## src/hw/stlb_consts.svh

```systemverilog
`ifndef STLB_CONSTS_SVH
`define STLB_CONSTS_SVH

// Way organisation
`define STLB_N_WAYS        4
`define STLB_WAY_BITS      2

// log2 of the longest run a way can hold
`define STLB_RUN_ORDER     6

// Address and ID widths, small pages only
`define STLB_VPN_BITS      20
`define STLB_PPN_BITS      20
`define STLB_PID_BITS      6

// Saturating reference counter
`define STLB_REF_BITS      8

// Wishbone slave data bus
`define STLB_WB_DATA_BITS  64

`endif

```

## src/hw/stlb_pkg.sv

```systemverilog
`include "stlb_consts.svh"

package stlb_pkg;

  typedef logic [`STLB_VPN_BITS-1:0]  vpn_t;
  typedef logic [`STLB_PPN_BITS-1:0]  ppn_t;
  typedef logic [`STLB_PID_BITS-1:0]  pid_t;
  typedef logic [`STLB_WAY_BITS-1:0]  way_t;
  typedef logic [`STLB_RUN_ORDER-1:0] run_off_t;
  // One bit wider than an offset, zero marks a free way
  typedef logic [`STLB_RUN_ORDER:0]   run_len_t;
  typedef logic [`STLB_REF_BITS-1:0]  ref_cnt_t;

  // Record in the low bits of the Wishbone write data
  typedef struct packed {
    logic valid;
    pid_t pid;
    vpn_t vpn;
    ppn_t ppn;
  } map_rec_t;

  typedef struct packed {
    pid_t     pid;
    vpn_t     base;
    run_len_t len;
  } entry_t;

  typedef entry_t [`STLB_N_WAYS-1:0] entry_arr_t;

  typedef enum logic [1:0] {
    OP_NONE,
    OP_NEW,
    OP_APPEND,
    OP_DELETE
  } tbl_op_t;

  typedef struct packed {
    tbl_op_t op;
    way_t    way;
    entry_t  entry;
  } tbl_cmd_t;

  typedef struct packed {
    logic     en;
    way_t     way;
    run_off_t offset;
    ppn_t     ppn;
  } ram_wr_t;

  typedef struct packed {
    logic valid;
    pid_t pid;
    vpn_t vpn;
  } lup_req_t;

  typedef struct packed {
    logic valid;
    logic hit;
    ppn_t ppn;
  } lup_rsp_t;

  typedef struct packed {
    logic valid;
    way_t way;
  } ref_hit_t;

endpackage

```

## src/hw/stlb_paddr_ram.sv

```systemverilog
`timescale 1ns/1ps
`include "stlb_consts.svh"

module stlb_paddr_ram
  import stlb_pkg::*;
#(
  parameter int WAY_ID      = 0,
  parameter int DEPTH_ORDER = `STLB_RUN_ORDER
) (
  input  logic                      aclk,
  input  ram_wr_t                   wr,
  input  logic [DEPTH_ORDER-1:0]    rd_offset,
  output logic [`STLB_PPN_BITS-1:0] rd_ppn
);

  logic [`STLB_PPN_BITS-1:0] mem [2**DEPTH_ORDER];

  // Write port, shared bus filtered by way
  always_ff @(posedge aclk) begin
    if (wr.en && (wr.way == way_t'(WAY_ID))) begin
      mem[wr.offset] <= wr.ppn;
    end
  end

  // Registered read port
  always_ff @(posedge aclk) begin
    rd_ppn <= mem[rd_offset];
  end

endmodule

```

## config.mk

```make
export PLATFORM = sky130hd
export DESIGN_NAME = stlb_paddr_ram
export DESIGN_NICKNAME = d
export VERILOG_FILES = /design/src/hw/stlb_pkg.sv /design/src/hw/stlb_paddr_ram.sv
export VERILOG_INCLUDE_DIRS = /design/src /design/src/hw
export SDC_FILE = /design/constraint.sdc
export NUM_CORES = 1
export LEC_CHECK = 0
export BUFFER_PORTS_ARGS = -buffer_cell sky130_fd_sc_hd__buf_4
export CAP_MARGIN = 20
export CORE_MARGIN = 4
export CORE_UTILIZATION = 48
export CTS_BUF_LIST = sky130_fd_sc_hd__clkbuf_4
export CTS_CLUSTER_SIZE = 24
export DETAILED_ROUTE_END_ITERATION = 10
export SLEW_MARGIN = 20
export SYNTH_ARGS = -nofsm -noshare
export SYNTH_HDL_FRONTEND = slang
export SYNTH_SLANG_ARGS = --single-unit
```

## constraint.sdc

```tcl
create_clock -name aclk -period 4.3 [get_ports aclk]
set_input_delay 0.215 -clock aclk [delete_from_list [all_inputs] [get_ports aclk]]
set_output_delay 0.215 -clock aclk [all_outputs]
set_load 0.05 [all_outputs]
```

# == Yosys cells after proc, flatten, opt, wreduce, memory -nomap -nowiden ==
# Memory sizes are Yosys's and may differ from the RTL's. A register that Yosys moved wholly into a read port is not among the register bits.
# Index checks and enable logic that the tools add are counted.
# totals
reg_bits,0
ramBits,1280
in_bits,36
out_inout_bits,20
elab_cells,5
n_memories,1
# op_classes
muxes,2
reduce_logical,2
# mem_list
memory,words,width,rd,rd_ports_with_merged_regs,wr,line,text
mem,64,20,1,1,1,stlb_paddr_ram.sv:16,logic [`STLB_PPN_BITS-1:0] mem [2**DEPTH_ORDER];
# op_table
operator,n
$logic_not 2->1,1
$mux 1,2
$logic_and 1x1->1,1

# == Depth between registers and ports, before layout ==
# logic_depth
ltp_word,4
mapped_depth,9
ltp_nobuf,5

# == Worst setup path before layout ==
# OpenSTA, ideal clock, no wires.
# synth_path
path_kind,input port to flip-flop
from,input port wr[22] (netlist name)
to,"memory mem[27][0] (netlist name), enable pin"
setup_ns,0.397
arrival_ns,1.926
t_required_ns,3.903
setup_slack_ns,1.978
path_stages,3
path_buffers,0
path_cell_list,nor4b_1 > nand3_1 > nor2_1
# synth_lines
element,line,text
start: declaration,stlb_paddr_ram.sv:11,"input ram_wr_t wr,"
end: declaration,stlb_paddr_ram.sv:16,
# No word-level cell before the write port.

==> key figures <==
Logic synthesis
  • Post-synthesis sequential area ratio: 78.7%
  • Post-synth EDFFs: 1280
  • Synth area leader: edfxtp_1
  • Most common cell in the netlist: edfxtp_1
  • Post-Syn Area: 49300 um^2
  • Syn Inst Count: 2140
  • Post-synthesis net count: 2176
  • Top post-synthesis cells by count: edfxtp_1, mux4_2, nor2_1
  • #FFs+latches synth: 1300
  • Area share of the largest cell type after synthesis: 77.9%
  • Synth warnings: 0
  • Top post-synthesis cells by area: edfxtp_1, mux4_2, mux2i_1
  • Post-synth cell types: 37
  • Post-synth ARST share: 0%
  • Top FF cell, synth: edfxtp_1
  • Synth Area per Inst: 23.1 um^2

Worst setup path
  • Slowest CP cell: a221oi_1
  • CP max stage delay: 0.99 ns
  • Critical path required time: 5.30 ns
  • Worst Path Max Fanout: 57
  • Crit path launch: rd_offset[2]
  • CP Data Arrival Time: 3.74 ns
  • Setup CP Type: in2reg
  • CP Cell Sequence: dlygate4sd3_1 -> buf_8 -> buf_4 -> buf_4 -> mux4_2 -> a221oi_1 -> a211oi_1
  • Crit end category: flip-flop
  • Worst reg2reg startpoint: mem[27][0]
  • Startpoint Class: input pin
  • Crit-path most repeated cell: buf_4

Worst hold path
  • Worst Hold Class: in2reg
  • Worst hold start: rd_offset[1]

Global route
  • Initial antenna violation count: 5
  • Vias in the first global route: 25427
  • Pin count of the biggest net entering global routing: 79
  • Global-route wire length before repair: 179000 um
  • Total track usage: 23.3%
  • GRT overflow: 0

Floorplan
  • Total Die Area: 108000 um^2
  • Die height: 329 um
  • Total core area: 102000 um^2
  • Horiz. Die Dim: 329 um
  • Top Ports: 56
  • Cell Rows: 117
  • Initial Utilization: 48.4%

Clock tree
  • Root buffer cell: clkbuf_4
  • CTS tree: done
  • Post-CTS setup buffers: 0
  • # clock sinks: 1300
  • Max Buffers Root-to-Sink: 4
  • H-tree depth: 5
  • Clock slew at reported path FFs: 0.07 ns
  • Clock buffer count from CTS: 334
  • Latest clock arrival within the worst-skew pair: 1.16 ns

STA
  • Final setup vio count: 0
  • Hold Fails Final Rpt: 0
  • Min cycle time layout: 2.74 ns
  • Hold slack: 0.157 ns
  • RSZ-0062 raised after global routing: false
  • Final setup skew: 0.0975 ns
  • Setup_tns: 0 ns
  • Setup ws final: 1.56 ns
  • Pins Over Slew Limit: 0
  • Least-Margin Pin Slew: 1.19 ns
  • Tcrit/Tclk final: 63.8%
  • Slew HR: 20.7%
  • Achievable Freq: 365 MHz

Power
  • Clock power frac: 38.9%
  • Internal power: 19.6 mW
  • P_sw: 5.61 mW
  • Peak supply drop: 0.219 mV
  • Comb power frac: 5.5%
  • Static Leakage: 18.1 nW
  • Switching Fraction: 22.3%
  • Power per cell area: 448 nW/um^2
  • Sequential power share: 55.7%

Job
  • Max Cap Viol: 0

Place
  • Gp weighted congestion: 0.866
  • Place WS: 0.866 ns
  • Instance area at placement: 51900 um^2
  • IO Port Bufs: 55
  • Dpl hpwl: 71100 um

Finish
  • Fin nets: 2600
  • Share of cells above drive strength 1: 37.8%
  • Synthesis-to-finish area growth: 13.9%
  • Final Instance Area: 56200 um^2
  • Post-layout util: 55.2%

Detailed routing
  • Routed len/inst: 29.8 um
  • Via density: 5.93
  • DRC viols: 0
  • Final ANT Viol Nets: 1
  • Vias after detailed routing: 24579
  • Final wirelength: 124000 um
  • DR pass1 iterations: 5
  • Initial drt markers: 2282

Outcome
  • Failing checks: antenna rules
  • Run status: complete, but fails checks
-- critical path: cells and delay by family --
family	cells	cell delay, ns
buffers and inverters	4	1.85
muxes	1	0.41
AOI/OAI and AO/OA	2	1.19
-- sequential cells by signal (all words and copies together) (netlist names) --
signal and count:
rd_ppn 20, mem 1280
-- metal layers --
metal | up-vias | GRT usage [%] | part of all wire [%]
li1 | 10212 | - | -
met1 | 13117 | 32.4 | 41
met2 | 1087 | 37.1 | 49
met3 | 161 | 5.54 | 8.0
met4 | 2 | 7.20 | 2.3
met5 | - | 0 | 0.011
-- path summary, 6_finish.rpt --
kind | slack (ns) | cells after the start | endpoint
worst max-delay path | 1.56 | 7 | rd_ppn[16]
worst min-delay path | 0.16 | 5 | rd_ppn[2]
worst max register to register | 1.68 | 5 | rd_ppn[0]
worst min register to register | 0.87 | 3 | rd_ppn[8]
-- cells in the final DEF (no fill, tap or decap), types with 20 or more instances in the layout --
master / synthesis / layout
edfxtp_1: 1280 / 1280
clkbuf_4: 0 / 464
mux4_2: 320 / 320
buf_4: 33 / 155
mux2i_1: 62 / 62
clkinv_1: 0 / 58
nor2_2: 0 / 55
a22oi_1: 44 / 44
dlygate4sd3_1: 0 / 38
nor2_1: 86 / 30
a21oi_1: 22 / 22
nand3_1: 21 / 21
a22o_1: 20 / 20
o21ai_0: 20 / 20
nand2_1: 20 / 20
dfxtp_1: 20 / 20
-- logic make-up (layout without fill, tap and decap cells) --
family                 count (synthesis)  after routing  synth area share [%]
AOI/OAI and AO/OA                    172            172                  2.45
other                                  0              7                     0
DFF                                 1300           1300                  78.7
and+or+nand+nor                      159            159                  1.45
buffers and inverters                117            750                  1.27
muxes                                392            392                  16.1
-- power groups by stage --
stage | registers, mW | clock network [mW] | logic, mW
floorplan | 14.3 | 0 | 0.647
global placement | 14.3 | 0 | 1.34
finish | 14.0 | 9.79 | 1.37
CTS | 14.0 | 10.1 | 1.39
global route | 14.0 | 10.8 | 1.45
detailed placement | 14.3 | 0 | 1.36
-- layout make-up --
class | instances | area, um^2
timing repair buffer | 204 | 1720
inverter | 1 | 3.75
sequential | 1300 | 38800
clock inverter | 81 | 408
antenna | 7 | 17.5
clock buffer | 464 | 3480
multi-input combinational | 723 | 10000
fill | 7857 | 45700
tap | 1368 | 1710
-- through the flow --
step | power [mW] | std cells
finish | 25.2 | 4148
detailed placement | 15.6 | 3557
global route | 26.2 | 4143
global placement | 15.6 | 3555
floorplan | 15.0 | 2140
CTS | 25.5 | 4140
-- timing repair --
action / CTS / global route
endpoints found under the hold margin: 2052 / 0
gates resized for setup: 0 / 0
hold buffers: 38 / 0
Note: power is estimated with default switching activity, not from simulation.
