[config.mk]
export PLATFORM = sky130hd
export DESIGN_NAME = stlb_entry_table
export DESIGN_NICKNAME = d
export VERILOG_FILES = /design/src/hw/stlb_pkg.sv /design/src/hw/stlb_entry_table.sv
export VERILOG_INCLUDE_DIRS = /design/src /design/src/hw
export SDC_FILE = /design/constraint.sdc
export NUM_CORES = 1
export LEC_CHECK = 0
export BUFFER_PORTS_ARGS = -buffer_cell sky130_fd_sc_hd__clkbuf_2
export CAP_MARGIN = 20
export CORE_ASPECT_RATIO = 2
export CORE_UTILIZATION = 45
export DETAILED_ROUTE_END_ITERATION = 8
export GPL_TIMING_DRIVEN = 0
export PLACE_DENSITY = 0.79
export SYNTH_ARGS = -nofsm -noshare
export SYNTH_HDL_FRONTEND = slang
export SYNTH_SLANG_ARGS = --single-unit
[constraint.sdc]
create_clock -name aclk -period 4.66 [get_ports aclk]
set_clock_uncertainty 0.1 [all_clocks]
set_input_delay 0.699 -clock aclk [delete_from_list [all_inputs] [get_ports aclk]]
set_output_delay 0.699 -clock aclk [all_outputs]
set_load 0.02 [all_outputs]
[src/hw/stlb_consts.svh]
`ifndef STLB_CONSTS_SVH
`define STLB_CONSTS_SVH

// Way organisation
`define STLB_N_WAYS        4
`define STLB_WAY_BITS      2

// log2 of the longest run a way can hold
`define STLB_RUN_ORDER     6

// Address and ID widths, small pages only
`define STLB_VPN_BITS      20
`define STLB_PPN_BITS      20
`define STLB_PID_BITS      6

// Saturating reference counter
`define STLB_REF_BITS      8

// Wishbone slave data bus
`define STLB_WB_DATA_BITS  64

`endif

[src/hw/stlb_pkg.sv]
`include "stlb_consts.svh"

package stlb_pkg;

  typedef logic [`STLB_VPN_BITS-1:0]  vpn_t;
  typedef logic [`STLB_PPN_BITS-1:0]  ppn_t;
  typedef logic [`STLB_PID_BITS-1:0]  pid_t;
  typedef logic [`STLB_WAY_BITS-1:0]  way_t;
  typedef logic [`STLB_RUN_ORDER-1:0] run_off_t;
  // One bit wider than an offset, zero marks a free way
  typedef logic [`STLB_RUN_ORDER:0]   run_len_t;
  typedef logic [`STLB_REF_BITS-1:0]  ref_cnt_t;

  // Record in the low bits of the Wishbone write data
  typedef struct packed {
    logic valid;
    pid_t pid;
    vpn_t vpn;
    ppn_t ppn;
  } map_rec_t;

  typedef struct packed {
    pid_t     pid;
    vpn_t     base;
    run_len_t len;
  } entry_t;

  typedef entry_t [`STLB_N_WAYS-1:0] entry_arr_t;

  typedef enum logic [1:0] {
    OP_NONE,
    OP_NEW,
    OP_APPEND,
    OP_DELETE
  } tbl_op_t;

  typedef struct packed {
    tbl_op_t op;
    way_t    way;
    entry_t  entry;
  } tbl_cmd_t;

  typedef struct packed {
    logic     en;
    way_t     way;
    run_off_t offset;
    ppn_t     ppn;
  } ram_wr_t;

  typedef struct packed {
    logic valid;
    pid_t pid;
    vpn_t vpn;
  } lup_req_t;

  typedef struct packed {
    logic valid;
    logic hit;
    ppn_t ppn;
  } lup_rsp_t;

  typedef struct packed {
    logic valid;
    way_t way;
  } ref_hit_t;

endpackage

[src/hw/stlb_entry_table.sv]
`timescale 1ns/1ps
`include "stlb_consts.svh"

module stlb_entry_table
  import stlb_pkg::*;
(
  input  logic       aclk,
  input  logic       aresetn,
  input  tbl_cmd_t   cmd,
  input  ref_hit_t   ref_hit,
  output entry_arr_t entries,
  output way_t       victim
);

  ref_cnt_t [`STLB_N_WAYS-1:0] ref_cnt;

  logic     free_found;
  way_t     free_way;
  way_t     min_way;
  ref_cnt_t min_cnt;
  logic     upd_same_way;

  // Table update takes priority over a hit on the same way
  assign upd_same_way = (cmd.op != OP_NONE) && (cmd.way == ref_hit.way);

  // --------------------
  // Entries and counters
  // --------------------
  always_ff @(posedge aclk) begin
    if (!aresetn) begin
      entries <= '0;
      ref_cnt <= '0;
    end else begin
      // Saturating increment on lookup hit
      if (ref_hit.valid && !upd_same_way && (ref_cnt[ref_hit.way] != '1)) begin
        ref_cnt[ref_hit.way] <= ref_cnt[ref_hit.way] + 1'b1;
      end

      case (cmd.op)
        OP_NEW: begin
          entries[cmd.way] <= cmd.entry;
          ref_cnt[cmd.way] <= ref_cnt_t'(1);
        end
        OP_APPEND: begin
          entries[cmd.way].len <= entries[cmd.way].len + 1'b1;
        end
        OP_DELETE: begin
          entries[cmd.way].len <= '0;
        end
        default: begin
        end
      endcase
    end
  end

  // --------------------
  // Victim selection
  // --------------------
  always_comb begin
    free_found = 1'b0;
    free_way   = '0;
    min_way    = '0;
    min_cnt    = '1;
    // Downward scan leaves the lowest free index
    for (int i = `STLB_N_WAYS - 1; i >= 0; i--) begin
      if (entries[i].len == '0) begin
        free_found = 1'b1;
        free_way   = way_t'(i);
      end
    end
    // Smallest count, later index wins ties
    for (int i = 0; i < `STLB_N_WAYS; i++) begin
      if (ref_cnt[i] <= min_cnt) begin
        min_cnt = ref_cnt[i];
        min_way = way_t'(i);
      end
    end
  end

  assign victim = free_found ? free_way : min_way;

endmodule

### Yosys cells after proc, flatten, opt, wreduce, memory -nomap -nowiden

Cells that the tools add are included.

| storage, ports and cells | value |
|---|---|
| output and inout port bits | 134 |
| register bits after elaboration | 164 |

| operators by class | value |
|---|---|
| order comparisons | 8 |
| mux-type cells | 35 |
| reduce and logical (&&, ||, !) cells | 12 |
| add/sub/neg operators | 2 |
| bitwise logic cells | 3 |
| eq/ne operators | 5 |

Operator list:

| operator | number |
|---|---|
| bitwise mux 132 bit | 3 |
| one-hot mux 132 bit (3 select lines) | 1 |
| demux 33 bit (select 2 bit) | 2 |
| two-way mux 32 bit | 3 |
| binary-select mux 33 bit (select 2 bit) | 1 |
| two-way mux 8 bit | 6 |
| two-way mux 33 bit | 1 |
| bitwise mux 32 bit | 1 |
| demux 8 bit (select 2 bit) | 2 |
| bitwise AND 28 bit | 1 |
| logical NOT 7 bit | 4 |
| inverter 28 bit | 1 |
| less-or-equal comparator 8 bit | 3 |
| binary-select mux 8 bit (select 2 bit) | 1 |
| two-way mux 2 bit | 7 |
| two-way mux 7 bit | 2 |
| adder 8 x 1 -> 8 bit (second input constant) | 1 |
| less-or-equal comparator 8 bit (second input constant) | 1 |
| != test 8 bit (second input constant) | 1 |
| adder 7 x 1 -> 7 bit (second input constant) | 1 |
| < comparator 2 x 3 -> 1 bit (second input constant) | 2 |
| logical AND 1 bit | 5 |
| two-way mux 1 bit | 5 |
| == test 2 bit (second input constant) | 2 |
| other kinds (7) | 8 |

### Depth between registers and ports, before layout

| logic depth | value |
|---|---|
| depth after elaboration | 9 |
| depth in mapped cells | 23 |

### Worst setup path before layout

OpenSTA, ideal clock, no wires.

| timing path | value |
|---|---|
| kind | register -> output |
| from | reg ref_cnt[1] (netlist bit) |
| to | out victim[0] |
| setup slack | -0.585 ns |
| buffers on the path | 2 |
| data required time | 3.861 ns |
| data arrival time | 4.446 ns |
| stages on the path, launching flop included | 22 |
| cell sequence | dfxtp_1 > inv_1 > ha_1 > nor2b_1 > o211ai_1 > a21oi_1 > o22ai_1 > buf_2 > mux2_2 > ha_1 > nor2b_1 > o21a_1 > o21ai_0 > a21oi_1 > clkbuf_1 > a21o_1 > ha_1 > a2111oi_0 > a21oi_1 > o21ai_0 > a21oi_1 > o21ai_0 |

| between the ends | value |
|---|---|
| cells in the longest elaborated chain, start to end | 9 |

Ends and longest elaborated chain:

| what | line | text |
|---|---|---|
| from (decl) | stlb_entry_table.sv:15 | `` ref_cnt_t [`STLB_N_WAYS-1:0] ref_cnt; `` |
| from (signal, indexed assignment) | stlb_entry_table.sv:36 | `ref_cnt[ref_hit.way] <= ref_cnt[ref_hit.way] + 1'b1;` |
| from (signal, indexed assignment) | stlb_entry_table.sv:42 | `ref_cnt[cmd.way] <= ref_cnt_t'(1);` |
| less-or-equal comparator 8 bit | stlb_entry_table.sv:73 | `if (ref_cnt[i] <= min_cnt) begin` |
| two-way mux 8 bit (*) | stlb_entry_table.sv:73 |  |
| less-or-equal comparator 8 bit | stlb_entry_table.sv:73 |  |
| two-way mux 8 bit | stlb_entry_table.sv:73 |  |
| less-or-equal comparator 8 bit | stlb_entry_table.sv:73 |  |
| two-way mux 8 bit | stlb_entry_table.sv:73 |  |
| less-or-equal comparator 8 bit | stlb_entry_table.sv:73 |  |
| two-way mux 2 bit (*) | stlb_entry_table.sv:73 |  |
| two-way mux 2 bit (*) | stlb_entry_table.sv:80 | `assign victim = free_found ? free_way : min_way;` |
| to (decl) | stlb_entry_table.sv:12 | `output way_t victim` |

Every way passes the cells marked *; elsewhere a longest branch is shown, timed or not.

### Final worst setup path

| timing path | value |
|---|---|
| from | reg ref_cnt[15] (netlist bit) |
| to | out victim[0] |

| between the ends | value |
|---|---|
| cells in the longest elaborated chain, start to end | 7 |

Ends and longest elaborated chain:

| what | line |
|---|---|
| less-or-equal comparator 8 bit | stlb_entry_table.sv:73 |
| two-way mux 8 bit | stlb_entry_table.sv:73 |
| less-or-equal comparator 8 bit | stlb_entry_table.sv:73 |
| two-way mux 8 bit | stlb_entry_table.sv:73 |
| less-or-equal comparator 8 bit | stlb_entry_table.sv:73 |
| two-way mux 2 bit (*) | stlb_entry_table.sv:73 |
| two-way mux 2 bit (*) | stlb_entry_table.sv:80 |

Marked as above.

==> impl_metrics.toml <==
[status]
outcome = "finished, violations left"
violations = "setup timing"

[finish]
fin_nets = 1135
syn2layout_area_growth_pct = 28.6
antenna_cells = 0
drive_above_1_share_pct = 27.6

[floorplan]
die_w_um = 93.9
die_y_um = 186
core_area_mm2 = 0.0164
ios = 176
rows = 66
dieArea_mm2 = 0.0174
initial_core_util_pct = 46.5

[setup_path]
path_cells = "ha_4 -> a21oi_1 -> o21ai_1 -> o22ai_2 -> buf_6 -> mux2i_2 -> ha_1 -> nor2b_1 -> o21a_1 -> o21ai_2 -> a21oi_4 -> buf_8 -> a21o_1 -> ha_4 -> nor2b_1 -> o211ai_1 -> a21oi_2 -> o21ai_4 -> a21oi_4 -> o21ai_2 -> clkbuf_8"
critPathRequiredTime_ns = 3.86
critPathMaxStageDelay_ns = 0.48
arrival_ns = 4.63
criticalPathCategory = "reg2out"
setup.worst_path.start_class = "flip-flop"
critical_path.slowest_cell = "dfxtp_1"
endpoint_kind = "output port"
worst-path-max-fanout = 8

[place]
hpwl_mm = 18.3
place_congestion = 0.940
dpl_worst_slack_ns = -0.698
port_buffers = 171

[drt]
vias_per_cell = 5.63
drt_iter0_drc = 396
vias = 7227
drc = 0
antenna_left = 0
firstDrtPassIters = 5
wirelength_mm = 25.3
drt-wirelength-per-cell_um = 19.7

[clock_network]
cts_buffers = 17
clock_sinks = 164
tritoncts = "yes"
clk_path_buf_depth = 2
clk_latency_ns = 0.44
clkTransAtPathRegs_ns = 0.07
cts_root_buf = "clkbuf_16"
htreeDepth = 4

[timing]
min_period_ns = 5.43
finalCritPeriodShare_pct = 117
tightest_slew_ns = 0.639
rsz0062_at_grt = "yes"
maxSlewViolCount = 0
max_freq_ghz = 0.184
final-hold-violation-count = 0
slew_headroom_pct = 57.4
finalSetupViolCount = 2
fin_ws_ns = -0.771

[synthesis]
ys_types = 49
ys.flop_type = "dfxtp_1"
async_flop_share_pct = 0
yosysSeqAreaShare_pct = 43.2
ys_seq_elements = 164
synthCells = 865
synth_warnings = 0
avgSynthCellArea_um2 = 8.79
synth-edff-count = 0
syn-num-nets = 933
syn_area_mm2 = 0.00760

[global_route]
grt_usage_pct = 29.3
grt_max_degree = 17
grt_pass1_vias = 7257
gr-total-overflow = 0
antenna_found_initial = 0
grt_pass1_wl_mm = 38.3

[pwr]
pwr_density_cell_mw_per_mm2 = 364
p_leak_nw = 3.99
finalPower_mw = 3.56
ir_worst_vdd_v = 0.000338

[worst_hold_path]
hp-class = "reg2reg"

[run]
drv_cap = 0
==> Yosys cell counts (5+ instances only) <==
master	number	area, um^2
a211oi_1	8	60.1
a21boi_0	112	841
a21o_1	8	60.1
a21oi_1	14	70.1
buf_2	6	30.0
buf_6	7	78.8
clkbuf_1	39	146
dfxtp_1	164	3280
ha_1	26	325
inv_1	12	45.0
mux2i_1	28	280
mux4_2	13	293
nand2_1	250	938
nand3_1	10	50.1
nand4_1	6	37.5
nor2_1	51	191
nor2b_1	6	37.5
nor3_1	6	30.0
o211a_1	12	120
o21ai_0	20	100
xnor2_1	5	43.8
xor2_1	6	52.6
==> worst paths after layout <==
kind,startpoint,end,slack [ns],cells after the start
max reg2reg,ref_cnt[1],ref_cnt[30],2.15,9
min,flip-flop,flip-flop,0.36,2
min reg2reg,flip-flop,flip-flop,0.36,2
max,ref_cnt[15],victim[0],-0.77,21
==> stage by stage <==
step | utilization, % | cells | hold slack, ns | area (um^2) | setup TNS [ns]
after CTS | 58.5 | 1280 | 0.366 | 9560 | -1.50
final | 59.8 | 1283 | 0.363 | 9770 | -1.52
after detailed placement | 53.5 | 1240 | 0.356 | 8740 | -1.31
after global routing | 59.8 | 1283 | 0.380 | 9770 | -1.83
after floorplan | - | 865 | 0.381 | 7630 | 0
after global placement | 53.5 | 1240 | 0.350 | 8740 | -1.21
==> metal layers <==
metal	wire length (um)	global-route usage [%]	vias up
li1	-	-	3381
met4	1680	22.4	0
met2	13600	53.3	336
met3	1600	6.50	113
met1	8460	28.0	3397
met5	0	0	-
==> critical path: cells and delay by family, from the launching register on <==
family	cells	cell delay [ns]
AO/OA/AOI/OAI	12	1.85
adder cells (fa/ha/maj)	3	0.80
buffers and inverters	3	0.52
flip-flops	1	0.48
AND/OR/NAND/NOR	2	0.28
multiplexers	1	0.25
==> logic make-up (layout without fill, tap and decap cells) <==
group                    after synthesis  count (layout)  share of synthesized area, %
adder cells (fa/ha/maj)               26              26                          4.28
AND/OR/NAND/NOR                      352             352                          19.3
multiplexers                          45              45                          8.53
XOR/XNOR                              11              11                          1.27
AO/OA/AOI/OAI                        201             201                          19.4
buffers and inverters                 66             280                          4.05
flip-flops                           164             164                          43.2
==> cell usage in the layout (no fill, tap or decap), types with 6 or more instances in the layout <==
cell type | Yosys | layout
a211oi_1 | 8 | 8
a21boi_0 | 112 | 112
a21o_1 | 8 | 8
a21oi_2 | 0 | 7
buf_4 | 0 | 8
buf_6 | 7 | 12
clkbuf_1 | 39 | 38
clkbuf_16 | 0 | 17
clkbuf_2 | 0 | 169
dfxtp_1 | 164 | 157
dfxtp_2 | 0 | 7
ha_1 | 26 | 14
ha_4 | 0 | 11
inv_1 | 12 | 11
mux2i_1 | 28 | 22
mux4_2 | 13 | 13
nand2_1 | 250 | 250
nand3_1 | 10 | 10
nand4_1 | 6 | 6
nor2_1 | 51 | 48
nor3_1 | 6 | 6
o211a_1 | 12 | 12
o21ai_0 | 20 | 15
xor2_1 | 6 | 6
==> where the power goes <==
group | internal [mW] | switching, mW
logic | 0.263 | 0.357
clock network | 0.848 | 0.613
registers | 1.44 | 0.0365
total | 2.55 | 1.01
==> layout make-up <==
cell class / count / area (um^2)
flip-flops and latches: 164 / 3290
repair buffers: 183 / 978
well taps: 204 / 255
fillers: 1411 / 6580
clock buffers: 17 / 425
inverters: 12 / 45.0
plain buffers: 54 / 280
clock inverters: 14 / 178
multi-input cells: 635 / 4320
==> timing repair <==
item	in CTS	in global routing
hold endpoints to repair	0	0
pin swaps	9	12
hold buffers	0	0
buffers inserted	8	3
cloned	1	0
endpoints found under the setup margin	2	2
resized for setup	32	34
(Power assumes the default switching activity.)
