## src/hw/stlb_consts.svh

```systemverilog
`ifndef STLB_CONSTS_SVH
`define STLB_CONSTS_SVH

// Way organisation
`define STLB_N_WAYS        4
`define STLB_WAY_BITS      2

// log2 of the longest run a way can hold
`define STLB_RUN_ORDER     6

// Address and ID widths, small pages only
`define STLB_VPN_BITS      20
`define STLB_PPN_BITS      20
`define STLB_PID_BITS      6

// Saturating reference counter
`define STLB_REF_BITS      8

// Wishbone slave data bus
`define STLB_WB_DATA_BITS  64

`endif

```

## src/hw/stlb_pkg.sv

```systemverilog
`include "stlb_consts.svh"

package stlb_pkg;

  typedef logic [`STLB_VPN_BITS-1:0]  vpn_t;
  typedef logic [`STLB_PPN_BITS-1:0]  ppn_t;
  typedef logic [`STLB_PID_BITS-1:0]  pid_t;
  typedef logic [`STLB_WAY_BITS-1:0]  way_t;
  typedef logic [`STLB_RUN_ORDER-1:0] run_off_t;
  // One bit wider than an offset, zero marks a free way
  typedef logic [`STLB_RUN_ORDER:0]   run_len_t;
  typedef logic [`STLB_REF_BITS-1:0]  ref_cnt_t;

  // Record in the low bits of the Wishbone write data
  typedef struct packed {
    logic valid;
    pid_t pid;
    vpn_t vpn;
    ppn_t ppn;
  } map_rec_t;

  typedef struct packed {
    pid_t     pid;
    vpn_t     base;
    run_len_t len;
  } entry_t;

  typedef entry_t [`STLB_N_WAYS-1:0] entry_arr_t;

  typedef enum logic [1:0] {
    OP_NONE,
    OP_NEW,
    OP_APPEND,
    OP_DELETE
  } tbl_op_t;

  typedef struct packed {
    tbl_op_t op;
    way_t    way;
    entry_t  entry;
  } tbl_cmd_t;

  typedef struct packed {
    logic     en;
    way_t     way;
    run_off_t offset;
    ppn_t     ppn;
  } ram_wr_t;

  typedef struct packed {
    logic valid;
    pid_t pid;
    vpn_t vpn;
  } lup_req_t;

  typedef struct packed {
    logic valid;
    logic hit;
    ppn_t ppn;
  } lup_rsp_t;

  typedef struct packed {
    logic valid;
    way_t way;
  } ref_hit_t;

endpackage

```

## src/hw/stlb_update_stage.sv

```systemverilog
`timescale 1ns/1ps
`include "stlb_consts.svh"

module stlb_update_stage
  import stlb_pkg::*;
(
  input  logic                         aclk,
  input  logic                         aresetn,
  input  logic                         wb_cyc,
  input  logic                         wb_stb,
  input  logic                         wb_we,
  input  logic [`STLB_WB_DATA_BITS-1:0] wb_dat,
  input  entry_arr_t                   entries,
  input  way_t                         victim,
  output logic                         wb_ack,
  output tbl_cmd_t                     cmd,
  output ram_wr_t                      ram_wr
);

  typedef enum logic [1:0] {
    ST_IDLE,
    ST_CHECK,
    ST_APPLY
  } state_t;

  state_t   state;
  map_rec_t rec;
  logic     rec_we;

  vpn_t [`STLB_N_WAYS-1:0] diff;
  logic     hit;
  way_t     hit_way;
  run_len_t hit_off;
  run_len_t hit_len;
  tbl_cmd_t cmd_n;
  ram_wr_t  ram_n;

  // Record capture, payload only
  always_ff @(posedge aclk) begin
    if ((state == ST_IDLE) && wb_cyc && wb_stb) begin
      rec    <= wb_dat[$bits(map_rec_t)-1:0];
      rec_we <= wb_we;
    end
  end

  // --------------------
  // Way match
  // --------------------
  always_comb begin
    hit     = 1'b0;
    hit_way = '0;
    hit_off = '0;
    hit_len = '0;
    for (int i = 0; i < `STLB_N_WAYS; i++) begin
      diff[i] = rec.vpn - entries[i].base;
      // Inside the run or one page past its end
      if ((entries[i].len != '0) && (rec.pid == entries[i].pid) &&
          (rec.vpn >= entries[i].base) && (diff[i] <= vpn_t'(entries[i].len))) begin
        hit     = 1'b1;
        hit_way = way_t'(i);
        hit_off = diff[i][`STLB_RUN_ORDER:0];
        hit_len = entries[i].len;
      end
    end
  end

  // Classification
  always_comb begin
    cmd_n = '0;
    ram_n = '0;
    ram_n.ppn = rec.ppn;
    if (rec_we && rec.valid && hit && (hit_off < hit_len)) begin
      // Modify
      ram_n.en     = 1'b1;
      ram_n.way    = hit_way;
      ram_n.offset = hit_off[`STLB_RUN_ORDER-1:0];
    end else if (rec_we && rec.valid && hit && !hit_len[`STLB_RUN_ORDER]) begin
      // Append, run not yet full
      ram_n.en     = 1'b1;
      ram_n.way    = hit_way;
      ram_n.offset = hit_off[`STLB_RUN_ORDER-1:0];
      cmd_n.op     = OP_APPEND;
      cmd_n.way    = hit_way;
    end else if (rec_we && rec.valid) begin
      ram_n.en        = 1'b1;
      ram_n.way       = victim;
      cmd_n.op        = OP_NEW;
      cmd_n.way       = victim;
      cmd_n.entry.pid  = rec.pid;
      cmd_n.entry.base = rec.vpn;
      cmd_n.entry.len  = run_len_t'(1);
    end else if (rec_we && hit && (hit_off < hit_len)) begin
      cmd_n.op  = OP_DELETE;
      cmd_n.way = hit_way;
    end
  end

  // --------------------
  // FSM
  // --------------------
  always_ff @(posedge aclk) begin
    if (!aresetn) begin
      state  <= ST_IDLE;
      wb_ack <= 1'b0;
      cmd    <= '0;
      ram_wr <= '0;
    end else begin
      case (state)
        ST_IDLE: begin
          if (wb_cyc && wb_stb) begin
            state <= ST_CHECK;
          end
        end
        ST_CHECK: begin
          state  <= ST_APPLY;
          wb_ack <= 1'b1;
          cmd    <= cmd_n;
          ram_wr <= ram_n;
        end
        default: begin
          state     <= ST_IDLE;
          wb_ack    <= 1'b0;
          cmd.op    <= OP_NONE;
          ram_wr.en <= 1'b0;
        end
      endcase
    end
  end

endmodule

```

## config.mk

```make
export PLATFORM = sky130hd
export DESIGN_NAME = stlb_update_stage
export DESIGN_NICKNAME = d
export VERILOG_FILES = /design/src/hw/stlb_pkg.sv /design/src/hw/stlb_update_stage.sv
export VERILOG_INCLUDE_DIRS = /design/src /design/src/hw
export SDC_FILE = /design/constraint.sdc
export NUM_CORES = 1
export LEC_CHECK = 0
export ABC_AREA = 1
export BUFFER_PORTS_ARGS = -buffer_cell sky130_fd_sc_hd__clkbuf_2
export CORE_AREA = 5 5 151 167
export DETAILED_ROUTE_END_ITERATION = 6
export DIE_AREA = 0 0 156 172
export PLACE_DENSITY = 0.78
export SYNTH_ARGS = -nofsm -noshare
export SYNTH_HDL_FRONTEND = slang
export SYNTH_SLANG_ARGS = --single-unit
export TNS_END_PERCENT = 1
```

## constraint.sdc

```tcl
create_clock -name aclk -period 6.25 [get_ports aclk]
set_clock_uncertainty 0.2 [all_clocks]
set_input_delay 1.25 -clock aclk [delete_from_list [all_inputs] [get_ports aclk]]
set_output_delay 1.25 -clock aclk [all_outputs]
set_load 0.01 [all_outputs]
```

== Yosys cells after proc, flatten, opt, wreduce, memory -nomap -nowiden ==
Index checks and enable logic that the tools add are counted.

* Flip-flop bits (word level): 117
* Input port bits: 203
* Output and inout port bits: 67

* Add/subtract/negate cells: 4
* Magnitude comparators: 9
* Eq/ne operators: 6
* Mux-type cells: 30
* Reduce and logical (&&, ||, !) cells: 27

{| class="wikitable"
|+ Operators by type and width
! cell !! count
|-
| $ge A20 B20 Y1 || 4
|-
| $le A20 B7 Y1 || 4
|-
| $sub A20 B20 Y20 || 4
|-
| $mux W33 || 2
|-
| $mux W7 || 8
|-
| $mux W37 || 1
|-
| $reduce_bool A7 Y1 || 4
|-
| $eq A6 B6 Y1 || 4
|-
| $logic_and A1 B1 Y1 || 21
|-
| $mux W4 || 3
|-
| $mux W9 || 1
|-
| $pmux W2 S2 || 2
|-
| $lt A7 B7 Y1 || 1
|-
| $mux W2 || 3
|-
| $mux W3 || 2
|-
| $mux W6 || 1
|-
| $mux W1 || 5
|-
| $pmux W1 S2 || 2
|-
| $eq A2 B1 Y1 const B || 1
|-
| $logic_not A2 Y1 || 1
|-
| $ne A2 B1 Y1 const B || 1
|-
| $logic_not A1 Y1 || 1
|}

== Depth between registers and ports, before layout ==
* Depth in word-level cells: 15
* Depth in mapped cells: 42
* Gate-level depth less buffers: 41

== Worst setup path before layout ==
No wires, ideal clock.

* Kind: in2reg
* From: input entries[73] (netlist name)
* To: register cmd[33] (netlist name)
* Arrival: 5642 ps
* Path slack: 299 ps
* Stages on the path: 39
* Cell sequence: ha_1 -> inv_1 -> fa_1 -> nand3_1 -> nand3_1 -> xor2_1 -> ha_1 -> nand2_1 -> nor2_1 -> nand2_1 -> nand3_1 -> o21ai_0 -> nand2_1 -> nand2_1 -> nand3_1 -> nor3_1 -> nand3_1 -> nor3_1 -> [3 not listed] -> nand2_1 -> o211ai_1 -> o21ai_0 -> inv_1 -> ha_1 -> a21oi_1 -> nor2_1 -> nor4b_1 -> nand2_1 -> inv_1 -> nand3_4 -> nand2_4 -> inv_4 -> buf_6 -> nand3_1 -> nand3_1 -> nand2_1 -> inv_1

* Cells in the longest elaborated chain, start to end: 11
* Elaborated cells between the ends (all ways): 24

{| class="wikitable"
|+ Ends and longest elaborated chain
! element !! line !! RTL
|-
| from (decl) || stlb_update_stage.sv:13 || <nowiki>input entry_arr_t entries,</nowiki>
|-
| $sub A20 B20 Y20 / $ge A20 B20 Y1 (equally long branches) || stlb_update_stage.sv:55, stlb_update_stage.sv:58 ||
|-
| $le A20 B7 Y1 / $logic_and A1 B1 Y1 (equally long branches) || stlb_update_stage.sv:58, stlb_update_stage.sv:57 ||
|-
| $logic_and A1 B1 Y1 || stlb_update_stage.sv:58 || <nowiki>(rec.vpn >= entries[i].base) && (diff[i] <= vpn_t'(entries[i].len))) begin</nowiki>
|-
| $mux W7 / $mux W1 (equally long branches) (2 in a row) || stlb_update_stage.sv:57 || <nowiki>if ((entries[i].len != '0) && (rec.pid == entries[i].pid) &&</nowiki>
|-
| $lt A7 B7 Y1 / $logic_and A1 B1 Y1 (equally long branches) || stlb_update_stage.sv:72, stlb_update_stage.sv:92 ||
|-
| $logic_and A1 B1 Y1 || stlb_update_stage.sv:92 || <nowiki>end else if (rec_we && hit && (hit_off < hit_len)) begin</nowiki>
|-
| $mux W4 || stlb_update_stage.sv:92 ||
|-
| $mux W4 || stlb_update_stage.sv:84 || <nowiki>end else if (rec_we && rec.valid) begin</nowiki>
|-
| $mux W4 || stlb_update_stage.sv:77 || <nowiki>end else if (rec_we && rec.valid && hit && !hit_len[`STLB_RUN_ORDER]) begin</nowiki>
|-
| $mux W37 (*) || stlb_update_stage.sv:72 || <nowiki>if (rec_we && rec.valid && hit && (hit_off < hit_len)) begin</nowiki>
|-
| to (signal assigned) || stlb_update_stage.sv:117 || <nowiki>cmd <= cmd_n;</nowiki>
|-
| to (decl) || stlb_update_stage.sv:16 || <nowiki>output tbl_cmd_t cmd,</nowiki>
|}

Mark *: on every way between the ends. The rest lies on a longest branch, timed or not.
A chain may end at the register's enable or synchronous reset.

== Worst setup path in the final report ==
* From: input entries[73] (netlist name)
* To: register cmd[34] (netlist name)

Same word-level chain as after synthesis.

==> impl_metrics.env <==
export IMPL_cts_root_buf="clkbuf_16"
export IMPL_finalSetupViolCount=0
export IMPL_yosysUniqueCellTypes=55
export IMPL_slew_violations=0
export IMPL_utilization_pct=61.4
export IMPL_crit_path_end_kind="flip-flop"
export IMPL_routedWlPerCell_um=16.1
export IMPL_yosysTopAreaCell="nand2_1"
export IMPL_min_from="cmd[17]$_SDFFE_PN0P_"
export IMPL_tns_ns=0
export IMPL_ys_ff_latch=111
export IMPL_layout_common_cells="nand2_1 (568), inv_1 (356), clkbuf_2 (245)"
export IMPL_start_util_pct=50.0
export IMPL_status="complete, no violations"
export IMPL_cellPowerDensity_nw_per_um2=159
export IMPL_die_area_um2=26800
export IMPL_numPortBuffers=246
export IMPL_drt_pre_antenna_iters=6
export IMPL_yosys_area_top_type_share_pct=18.4
export IMPL_first_global_vias=12588
export IMPL_drive_gt1_share_pct=19.7
export IMPL_crit_fanout=8
export IMPL_die_h_um=172
export IMPL_grt_first_pass_wirelength_mm=61.6
export IMPL_core_area_um2=23400
export IMPL_crit_required_ns=6.29
export IMPL_path_delay_family="simple AND/OR/NAND/NOR gates"
export IMPL_syn_inst=1907
export IMPL_hold_violations=0
export IMPL_clockBufferDepth=2
export IMPL_cts_inserted_buffers=9
export IMPL_yosysWarnings=0
export IMPL_mostFrequentLayoutCell="nand2_1"
export IMPL_dp_slack_ns=-0.256
export IMPL_fin_ws_ns=0.236
export IMPL_dp_hpwl_mm=32.7
export IMPL_route_vias_total=13206
export IMPL_wirelength_mm=40.7
export IMPL_path_buf_inv=7
export IMPL_viasPerCell=5.23
export IMPL_async_reset_ff_share_pct=0
export IMPL_clk_pin_slew_worst_paths_ns=0.08
export IMPL_ir_drop_mv=0.191
export IMPL_num_fill_cells=2236
export IMPL_synth_edf_count=48
export IMPL_maxCapViolations=0
export IMPL_clkLatencyLatePin_ns=0.36
export IMPL_drc=0
export IMPL_gp_congestion=0.933
export IMPL_rsz0062_at_grt="true"
export IMPL_tightest_slew_ns=0.997
export IMPL_synth_avg_cell_area_um2=6.13
export IMPL_hold_class="flip-flop to flip-flop"
export IMPL_critPathKind="primary input to flip-flop"
export IMPL_rows=59
export IMPL_cts_max_level=3
export IMPL_die_width_um=156
export IMPL_drtIter0Drc=833
export IMPL_max_stage_delay_ns=0.39
export IMPL_final_nets=2537
export IMPL_max_slew_margin_pct=33.1
export IMPL_antenna_found_initial=2
export IMPL_synth_area_leaders="nand2_1 (18%), edfxtp_1 (12%), ha_1 (12%)"
export IMPL_r2r_start="rec[20]$_DFFE_PP_"
export IMPL_syn_area_um2=11700
export IMPL_ys_seq_area_share_pct=23.1
export IMPL_cp_arrival_ns=6.06
export IMPL_finalPower_mw=2.28
export IMPL_setup_worst_path_start_class="primary input"
export IMPL_fmax_mhz=166
export IMPL_p_leak_nw=8.17
export IMPL_synthToLayoutAreaGrowth_pct=22.7
export IMPL_place_inst=2495
export IMPL_critical_path_slowest_cell="fa_2"
export IMPL_pin_count=270
export IMPL_track_usage_pct=28.9
export IMPL_final_period_utilization_pct=96.2
export IMPL_ctsHoldBuffers=0
export IMPL_postRouteAntennaNets=0
export IMPL_startpoint="entries[73]"
export IMPL_grt_max_degree=59
export IMPL_cts_sinks=111
export IMPL_min_period_ns=6.01
export IMPL_grt_overflow=0
export IMPL_layout_cells_non_filler=2527
export IMPL_synthFlopType="dfxtp_1"
export IMPL_cts_tree="yes"
registers in the layout, indices dropped and copies added, names as in the netlist:
register,count
cmd,31
ram_n,20
ram_wr,29
rec,27
rec_we,1
state,2
wb_ack,1
tightest hold or removal path, cell delays in order, from the launching register on:
cell and delay [ns]:
dfxtp_1 0.32, nand2_1 0.06, a21oi_1 0.05
cell type report:
cell class              instances  area [µm²]  share of cell area (%)
well taps                     305         382                    2.66
clock inverters                 7        81.3                   0.566
repair buffers                329        1900                    13.2
diodes                          1        2.50                  0.0174
flip-flops and latches        111        2700                    18.8
clock buffers                   9         225                    1.57
repair inverters                2        20.0                   0.139
inverters                     370        1400                    9.76
multi-input cells            1393        7640                    53.2
cell usage after synthesis (3+ instances only):
master / instances
a21o_1: 3
a21oi_1: 110
a21oi_2: 5
and2_1: 5
and3_1: 3
buf_2: 9
buf_4: 6
buf_6: 5
clkbuf_1: 17
dfxtp_1: 63
edfxtp_1: 48
fa_1: 4
ha_1: 114
inv_1: 361
inv_2: 6
nand2_1: 574
nand2_2: 10
nand3_1: 136
nand3_2: 9
nand3b_1: 5
nand4_1: 42
nor2_1: 182
nor2_2: 6
nor3_1: 18
nor4_1: 4
o211ai_1: 14
o21ai_0: 68
o21ai_1: 3
o21bai_1: 10
xnor2_1: 16
xor2_1: 24
what timing repair did:
item                       CTS  global route
gates resized for setup      0            72
setup endpoints to repair    0            39
buffers inserted             0            11
cells by family after synthesis:
group	after synthesis	share of synthesized area, %
XOR/XNOR	40	2.99
adder cells (fa/ha/maj)	118	12.9
other	1	0.0321
AND/OR/NAND/NOR	1004	36.6
flip-flops	111	23.1
AO/OA/AOI/OAI	224	10.6
buffers and inverters	409	13.8
power by group:
part / internal (mW) / switching, mW
registers: 0.783 / 0.0362
logic: 0.340 / 0.529
clock network: 0.289 / 0.307
metrics by stage:
stage	hold WS, ns	area, µm²
6_report	0.274	14400
5_1_grt	0.291	14400
4_1_cts	0.271	14000
3_5_place_dp	0.256	13600
3_3_place_gp	0.251	13600
2_1_floorplan	0.224	11700
per-layer routing:
layer  up-vias  routed length, µm  track usage (%)
met5         -                  7                0
met4         2               1960             12.7
met3        99               3070             4.71
met2       483              20000             52.4
met1      5948              15700             33.4
li1       6674                  -                -
final timing paths:
path / depth (start not counted) / to / slack [ns]
worst min-delay path: 2 / cmd[17]$_SDFFE_PN0P_ / 0.27
worst min register to register: 2 / cmd[17]$_SDFFE_PN0P_ / 0.27
worst max register to register: 36 / cmd[34]$_SDFFE_PN0P_ / 0.45
worst max-delay path: 36 / cmd[34]$_SDFFE_PN0P_ / 0.24
No activity file was read; power rests on OpenSTA's default activity.
